[config.mk]
export PLATFORM = sky130hd
export DESIGN_NAME = fetch_top
export DESIGN_NICKNAME = d
export VERILOG_FILES = /design/src/logic/fetch_pkg.sv /design/src/logic/fetch_ctrl.sv /design/src/logic/fetch_top.sv /design/src/logic/inst_align.sv /design/src/logic/pc_next.sv
export SDC_FILE = /design/constraint.sdc
export NUM_CORES = 1
export LEC_CHECK = 0
export BUFFER_PORTS_ARGS = -buffer_cell sky130_fd_sc_hd__clkbuf_2
export CORE_AREA = 2 2 218 220
export DETAILED_ROUTE_END_ITERATION = 6
export DIE_AREA = 0 0 220 222
export GPL_TIMING_DRIVEN = 1
export PLACE_DENSITY = 0.66
export SLEW_MARGIN = 25
export SYNTH_ARGS = -nofsm -noshare
export SYNTH_HDL_FRONTEND = slang
export SYNTH_HIERARCHICAL = 1
export SYNTH_SLANG_ARGS = --single-unit
export TNS_END_PERCENT = 10
[constraint.sdc]
create_clock -name clk -period 11.4 [get_ports clk]
set_input_delay 1.71 -clock clk [delete_from_list [all_inputs] [get_ports clk]]
set_output_delay 1.71 -clock clk [all_outputs]
set_load 0.005 [all_outputs]
[src/logic/fetch_pkg.sv]
package fetch_pkg;

    typedef logic [63:0] addr_t;  // byte address
    typedef logic [31:0] inst_t;  // one uncompressed instruction

    // read beat from the memory port
    // the memory side fills it whole and the aligner reads it by slot
    typedef union packed {
        logic [63:0] raw;
        inst_t [1:0] half;  // half[0] is the low word
    } mem_word_u;

    typedef enum logic [1:0] {
        IDLE = 2'd0,  // ready to issue the next read
        ADDR = 2'd1,  // address phase, valid held high
        DATA = 2'd2   // waiting for the read beat
    } fetch_state_e;

    // size code driven with every fetch read
    localparam logic [7:0] FETCH_SIZE = 8'h0f;

endpackage

[src/logic/fetch_ctrl.sv]
module fetch_ctrl import fetch_pkg::*; (
    input  logic       clk,
    input  logic       rst_i,
    input  logic       stall_i,     // hold from decode
    input  logic       redirect_i,  // pc jumps on the next edge
    input  logic       ar_ready_i,
    input  logic       r_valid_i,
    input  addr_t      pc_i,
    output logic       ar_valid_o,
    output logic       r_ready_o,
    output logic       pc_advance_o,
    output logic       accept_o,
    output addr_t      ar_addr_o,
    output logic [7:0] ar_size_o
);

    fetch_state_e state;
    fetch_state_e state_next;
    addr_t        addr_q;   // address of the read in flight
    logic         addr_hs;  // address taken this cycle
    logic         data_hs;  // read beat taken this cycle
    logic         start;    // leave idle with a new read
    logic         match;    // response still belongs to the live pc

    assign ar_valid_o = (state == ADDR);
    assign r_ready_o  = (state == DATA);  // only once the address is gone
    assign ar_addr_o  = addr_q;
    assign ar_size_o  = FETCH_SIZE;

    assign addr_hs = ar_valid_o & ar_ready_i;
    assign data_hs = r_ready_o & r_valid_i;

    // back-pressure from decode stops new reads only
    // a pc about to be replaced is not worth a read either
    assign start = ~stall_i & ~redirect_i;

    // stale if the pc moved since issue or moves now
    assign match = (addr_q == pc_i) & ~redirect_i;

    assign accept_o     = data_hs & match;
    assign pc_advance_o = accept_o;  // pc steps only on a used response

    always_comb begin
        state_next = state;
        case (state)
            IDLE: begin
                if (start) begin
                    state_next = ADDR;
                end
            end
            ADDR: begin
                if (addr_hs) begin
                    state_next = DATA;
                end
            end
            DATA: begin
                // stale beats are dropped here too and idle reissues at the new pc
                if (data_hs) begin
                    state_next = IDLE;
                end
            end
            default: begin
                state_next = IDLE;
            end
        endcase
    end

    always_ff @(posedge clk) begin
        if (rst_i) begin
            state <= IDLE;
        end else begin
            state <= state_next;
        end
    end

    // loads when leaving idle and holds through address and data phase
    always_ff @(posedge clk) begin
        if (state == IDLE && start) begin
            addr_q <= pc_i;
        end
    end

endmodule

[src/logic/fetch_top.sv]
module fetch_top import fetch_pkg::*; #(
    parameter addr_t RESET_PC = 64'h8000_0000
) (
    input  logic       clk,
    input  logic       rst_i,

    // memory read port
    output logic       ar_valid_o,
    input  logic       ar_ready_i,
    output addr_t      ar_addr_o,
    output logic [7:0] ar_size_o,
    input  logic       r_valid_i,
    output logic       r_ready_o,
    input  mem_word_u  r_data_i,

    // redirects from the memory stage
    input  logic       br_jal_i,
    input  logic       br_branch_i,
    input  logic       br_jalr_i,
    input  logic       trap_i,
    input  addr_t      br_alu_res_i,
    input  addr_t      br_pc_i,
    input  addr_t      br_imm_i,
    input  addr_t      br_rs1_i,
    input  addr_t      mtvec_i,

    // decode side
    input  logic       stall_i,
    output logic       inst_valid_o,
    output inst_t      inst_o,
    output addr_t      pc_o
);

    addr_t pc;          // architectural fetch pc
    logic  pc_advance;
    logic  redirect;
    logic  accept;

    pc_next #(
        .RESET_PC(RESET_PC)
    ) pc_next_i (
        .clk(clk),
        .rst_i(rst_i),
        .br_jal_i(br_jal_i),
        .br_branch_i(br_branch_i),
        .br_jalr_i(br_jalr_i),
        .trap_i(trap_i),
        .pc_advance_i(pc_advance),
        .br_alu_res_i(br_alu_res_i),
        .br_pc_i(br_pc_i),
        .br_imm_i(br_imm_i),
        .br_rs1_i(br_rs1_i),
        .mtvec_i(mtvec_i),
        .pc_o(pc),
        .redirect_o(redirect)
    );

    fetch_ctrl fetch_ctrl_i (
        .clk(clk),
        .rst_i(rst_i),
        .stall_i(stall_i),
        .redirect_i(redirect),
        .ar_ready_i(ar_ready_i),
        .r_valid_i(r_valid_i),
        .pc_i(pc),
        .ar_valid_o(ar_valid_o),
        .r_ready_o(r_ready_o),
        .pc_advance_o(pc_advance),
        .accept_o(accept),
        .ar_addr_o(ar_addr_o),
        .ar_size_o(ar_size_o)
    );

    // issued address doubles as the pc of the returned instruction
    inst_align inst_align_i (
        .clk(clk),
        .rst_i(rst_i),
        .accept_i(accept),
        .addr_i(ar_addr_o),
        .r_data_i(r_data_i),
        .inst_valid_o(inst_valid_o),
        .inst_o(inst_o),
        .pc_o(pc_o)
    );

endmodule

[src/logic/inst_align.sv]
module inst_align import fetch_pkg::*; (
    input  logic      clk,
    input  logic      rst_i,
    input  logic      accept_i,  // beat matches the pc and may be issued
    input  addr_t     addr_i,    // address the beat was read from
    input  mem_word_u r_data_i,
    output logic      inst_valid_o,
    output inst_t     inst_o,
    output addr_t     pc_o
);

    inst_t inst_sel;

    // bit 2 picks the upper slot of the 8-byte word
    assign inst_sel = addr_i[2] ? r_data_i.half[1] : r_data_i.half[0];

    // one-cycle strobe to decode with zero data otherwise
    always_ff @(posedge clk) begin
        if (rst_i) begin
            inst_valid_o <= 1'b0;
            inst_o       <= '0;
            pc_o         <= '0;
        end else if (accept_i) begin
            inst_valid_o <= 1'b1;
            inst_o       <= inst_sel;
            pc_o         <= addr_i;
        end else begin
            inst_valid_o <= 1'b0;
            inst_o       <= '0;
            pc_o         <= '0;
        end
    end

endmodule

[src/logic/pc_next.sv]
module pc_next import fetch_pkg::*; #(
    parameter addr_t RESET_PC = 64'h8000_0000
) (
    input  logic  clk,
    input  logic  rst_i,
    input  logic  br_jal_i,
    input  logic  br_branch_i,
    input  logic  br_jalr_i,
    input  logic  trap_i,
    input  logic  pc_advance_i,  // current pc was fetched and issued
    input  addr_t br_alu_res_i,  // zero means branch taken
    input  addr_t br_pc_i,
    input  addr_t br_imm_i,
    input  addr_t br_rs1_i,
    input  addr_t mtvec_i,
    output addr_t pc_o,
    output logic  redirect_o
);

    logic  take_jal;     // jal or taken branch
    addr_t jal_target;   // pc relative target
    addr_t jalr_sum;
    addr_t jalr_target;  // register target with bit 0 cleared
    addr_t pc_plus4;

    assign take_jal = br_jal_i | (br_branch_i & (br_alu_res_i == '0));

    assign jal_target  = br_pc_i + br_imm_i;
    assign jalr_sum    = br_rs1_i + br_imm_i;
    assign jalr_target = {jalr_sum[63:1], 1'b0};
    assign pc_plus4    = pc_o + 64'd4;

    // a not-taken branch leaves the sequence alone
    assign redirect_o = take_jal | br_jalr_i | trap_i;

    // redirects first in the order jal or branch, then jalr, then trap
    always_ff @(posedge clk) begin
        if (rst_i) begin
            pc_o <= RESET_PC;
        end else if (take_jal) begin
            pc_o <= jal_target;
        end else if (br_jalr_i) begin
            pc_o <= jalr_target;
        end else if (trap_i) begin
            pc_o <= mtvec_i;  // trap vector from the csr file
        end else if (pc_advance_i) begin
            pc_o <= pc_plus4;
        end
    end

endmodule
==> flow_summary.toml <==
[power_and_ir_drop]
seqPwrFrac_pct = 36.7
switchingPower_uw = 920
power_density_mw_per_mm2 = 117
p_leak_nw = 9.76
p_int_mw = 1.67
p_comb_share_pct = 31.6
pwr-share-clk_pct = 31.7
vdd_drop_max_mv = 0.127
swShare_pct = 35.5

[layout]
stdcell_count = 3324
fin_nets = 3220
area_growth_pct = 21.8
fillers = 4651
drive_gt1_share_pct = 23.7
postLayoutCellArea_mm2 = 0.0221

[timing]
setup-violations-final = 0
rsz0062_at_grt = "false"
final.setup.tns_ns = 0
max_freq_mhz = 192
period_share_pct = 45.6
slew_violations = 0
relSlewSlack_pct = 29.2
hold_slack_ns = 0.517
finClkSkew_ns = 0.0201
worst_slew_pin_slew_ns = 1.06
hold_viol = 0
fin_crit_ns = 5.20

[placed_design]
routabilityCongestion = 0.985
dp_cells = 3280
io_buffers = 555
placed_cell_area_mm2 = 0.0213
dpl.hpwl_um = 65300

[synth]
yosys-top-cells-count = "210 x a21oi_1, 180 x nand2_1, 180 x nor2_1"
synth_ff_type = "dfxtp_1"
ys_seq_area_share_pct = 28.6
ys_top_cells_by_area = "dfxtp_1 18%, edfxtp_1 11%, ha_1 8.7%"
synth_top_area_share_pct = 18.0
synth_warnings = 6
netlist_area_mm2 = 0.0181
synthCells = 2221
yosysUniqueCellTypes = 85
synth.avg_cell_area_um2 = 8.16
ys_ff_latch = 227
synth_edf_count = 64
async_flop_share_pct = 0
synth_most_common_cell = "a21oi_1"
synth_largest_area_cell = "dfxtp_1"

[grt]
grtUsageTotal_pct = 30.6
grt_pass1_vias = 18277
antenna_found_initial = 2
grt_max_degree = 84
grt_overflow = 0
grt_first_pass_wirelength_um = 114000

[drt]
ant_nets = 0
drt-initial-drc-count = 1748
drc = 0
drtPass1Iterations = 6
vias = 19585
drt-wirelength-per-cell_um = 23.6
postRouteWirelength_um = 78500
via_per_inst = 5.89

[clock_network]
cts.sinks = 227
cts_tree = "done"
cts_buffers = 24
postCtsResizedCells = 0
clk_pin_slew_ns = 0.07
clock-root-buffer = "clkbuf_16"
clk-insertion-delay-late_ns = 0.53
postCtsHoldBufs = 0
clockBufferDepth = 3
post_cts_buffers = 0
ctsHtreeMaxLevel = 1

[floorplanning]
start_util_pct = 39.2
rows = 79
die_x_um = 220
dieArea_mm2 = 0.0488
io_pins = 564
die_h_um = 222
coreArea_mm2 = 0.0463

[hold_path]
hold_depth = 0
hold_class = "reg -> reg"

[setup_path]
crit_path_end_kind = "register"
r2r_cells = 13
cp_max_fo = 62
worstPathRequired_ns = 11.79
cp.arrival_ns = 5.59
critPathKind = "in -> reg"
critPathLaunchType = "input port"

[run]
maxCapViolCount = 0

[status]
status = "finished clean"
[per-layer routing]
metal / track usage, % / share of wire, % / vias up
li1: - / - / 9132
met1: 43.1 / 44 / 9352
met2: 49.2 / 45 / 1004
met3: 3.05 / 7.6 / 97
met4: 9.40 / 3.1 / 0
met5: 0 / 0 / -
[cells by family after synthesis]
family                   Yosys count  synth area share, %
AO/OA/AOI/OAI                    666                 23.4
XOR/XNOR                         226                 10.9
flip-flops                       227                 28.6
other                              2               0.0414
multiplexers                      59                 3.26
adder cells (fa/ha/maj)          128                 8.91
buffers and inverters            161                 3.92
AND/OR/NAND/NOR                  752                 20.9
[critical path: stages]
cell	delay, ns
clkbuf_2	0.07
nor4b_1	0.12
and3_1	0.21
a31oi_4	0.13
buf_4	0.42
nand2_1	0.19
nor4_1	0.31
nand3_1	0.13
nor3_2	0.11
buf_4	0.28
or3_2	0.16
buf_4	0.52
nand2_1	0.15
nor2_1	0.48
o211ai_1	0.19
o211ai_1	0.26
a221oi_1	0.09
[flip-flops by register name, summed over array words and instances, names as in the netlist]
name and count:
fetch_ctrl_i/state 2, pc_next_i/pc_o 64, inst_align_i/pc_o 64, inst_align_i/inst_valid_o 1, inst_align_i/inst_o 32, fetch_ctrl_i/ar_addr_o 64
[power groups by stage]
stage / Clock, mW / Sequential (mW) / Combinational (mW)
after floorplan: 0 / 0.934 / 0.507
after global placement: 0 / 0.963 / 0.796
after detailed placement: 0 / 0.965 / 0.795
after CTS: 0.832 / 0.947 / 0.801
after global routing: 0.860 / 0.956 / 0.880
final: 0.822 / 0.950 / 0.820
[layout make-up]
type	count	area (um^2)	area share, %
Inverter	39	146	0.663
Tap cell	607	759	3.44
Antenna cell	2	5.00	0.0227
Clock inverter	12	126	0.572
Sequential cell	227	5180	23.5
Timing Repair Buffer	568	2880	13.0
Multi-Input combinational cell	1839	12300	55.6
Clock buffer	30	697	3.16
[stage by stage]
stage / power (mW) / worst slack [ns] / utilization, %
4_1_cts: 2.58 / 6.32 / 47.7
3_5_place_dp: 1.76 / 5.77 / 45.9
2_1_floorplan: 1.44 / 1.51 / -
6_report: 2.59 / 6.20 / 47.7
5_1_grt: 2.70 / 5.94 / 47.7
3_3_place_gp: 1.76 / 5.82 / 45.9
[cell usage in the layout, fill, tap and decap left out, types with 7 or more instances in the layout]
cell type / n
a211oi_1: 37
a21o_1: 65
a21oi_1: 210
a31oi_1: 22
and2_1: 77
and3_1: 30
and4_1: 13
buf_4: 13
clkbuf_16: 27
clkbuf_2: 554
conb_1: 8
dfxtp_1: 163
edfxtp_1: 64
ha_1: 126
inv_1: 37
mux2i_1: 58
nand2_1: 180
nand2b_1: 12
nand3_1: 61
nand4_1: 70
nor2_1: 180
nor2b_1: 12
nor3_1: 35
nor4_1: 33
o211ai_1: 42
o21a_1: 14
o21ai_0: 129
o21bai_1: 23
o221ai_1: 12
o22ai_1: 25
o31ai_1: 9
or2_2: 7
or3_1: 12
xnor2_1: 114
xor2_1: 112
[path summary, 6_finish.rpt]
path	start	to	slack, ns
max	br_branch_i	pc_next_i/pc_o[54]	6.20
min	pc_next_i/pc_o[1]	fetch_ctrl_i/ar_addr_o[1]	0.52
max reg2reg	pc_next_i/pc_o[19]	pc_next_i/pc_o[54]	7.31
min reg2reg	pc_next_i/pc_o[1]	fetch_ctrl_i/ar_addr_o[1]	0.52
(Power assumes the default switching activity.)
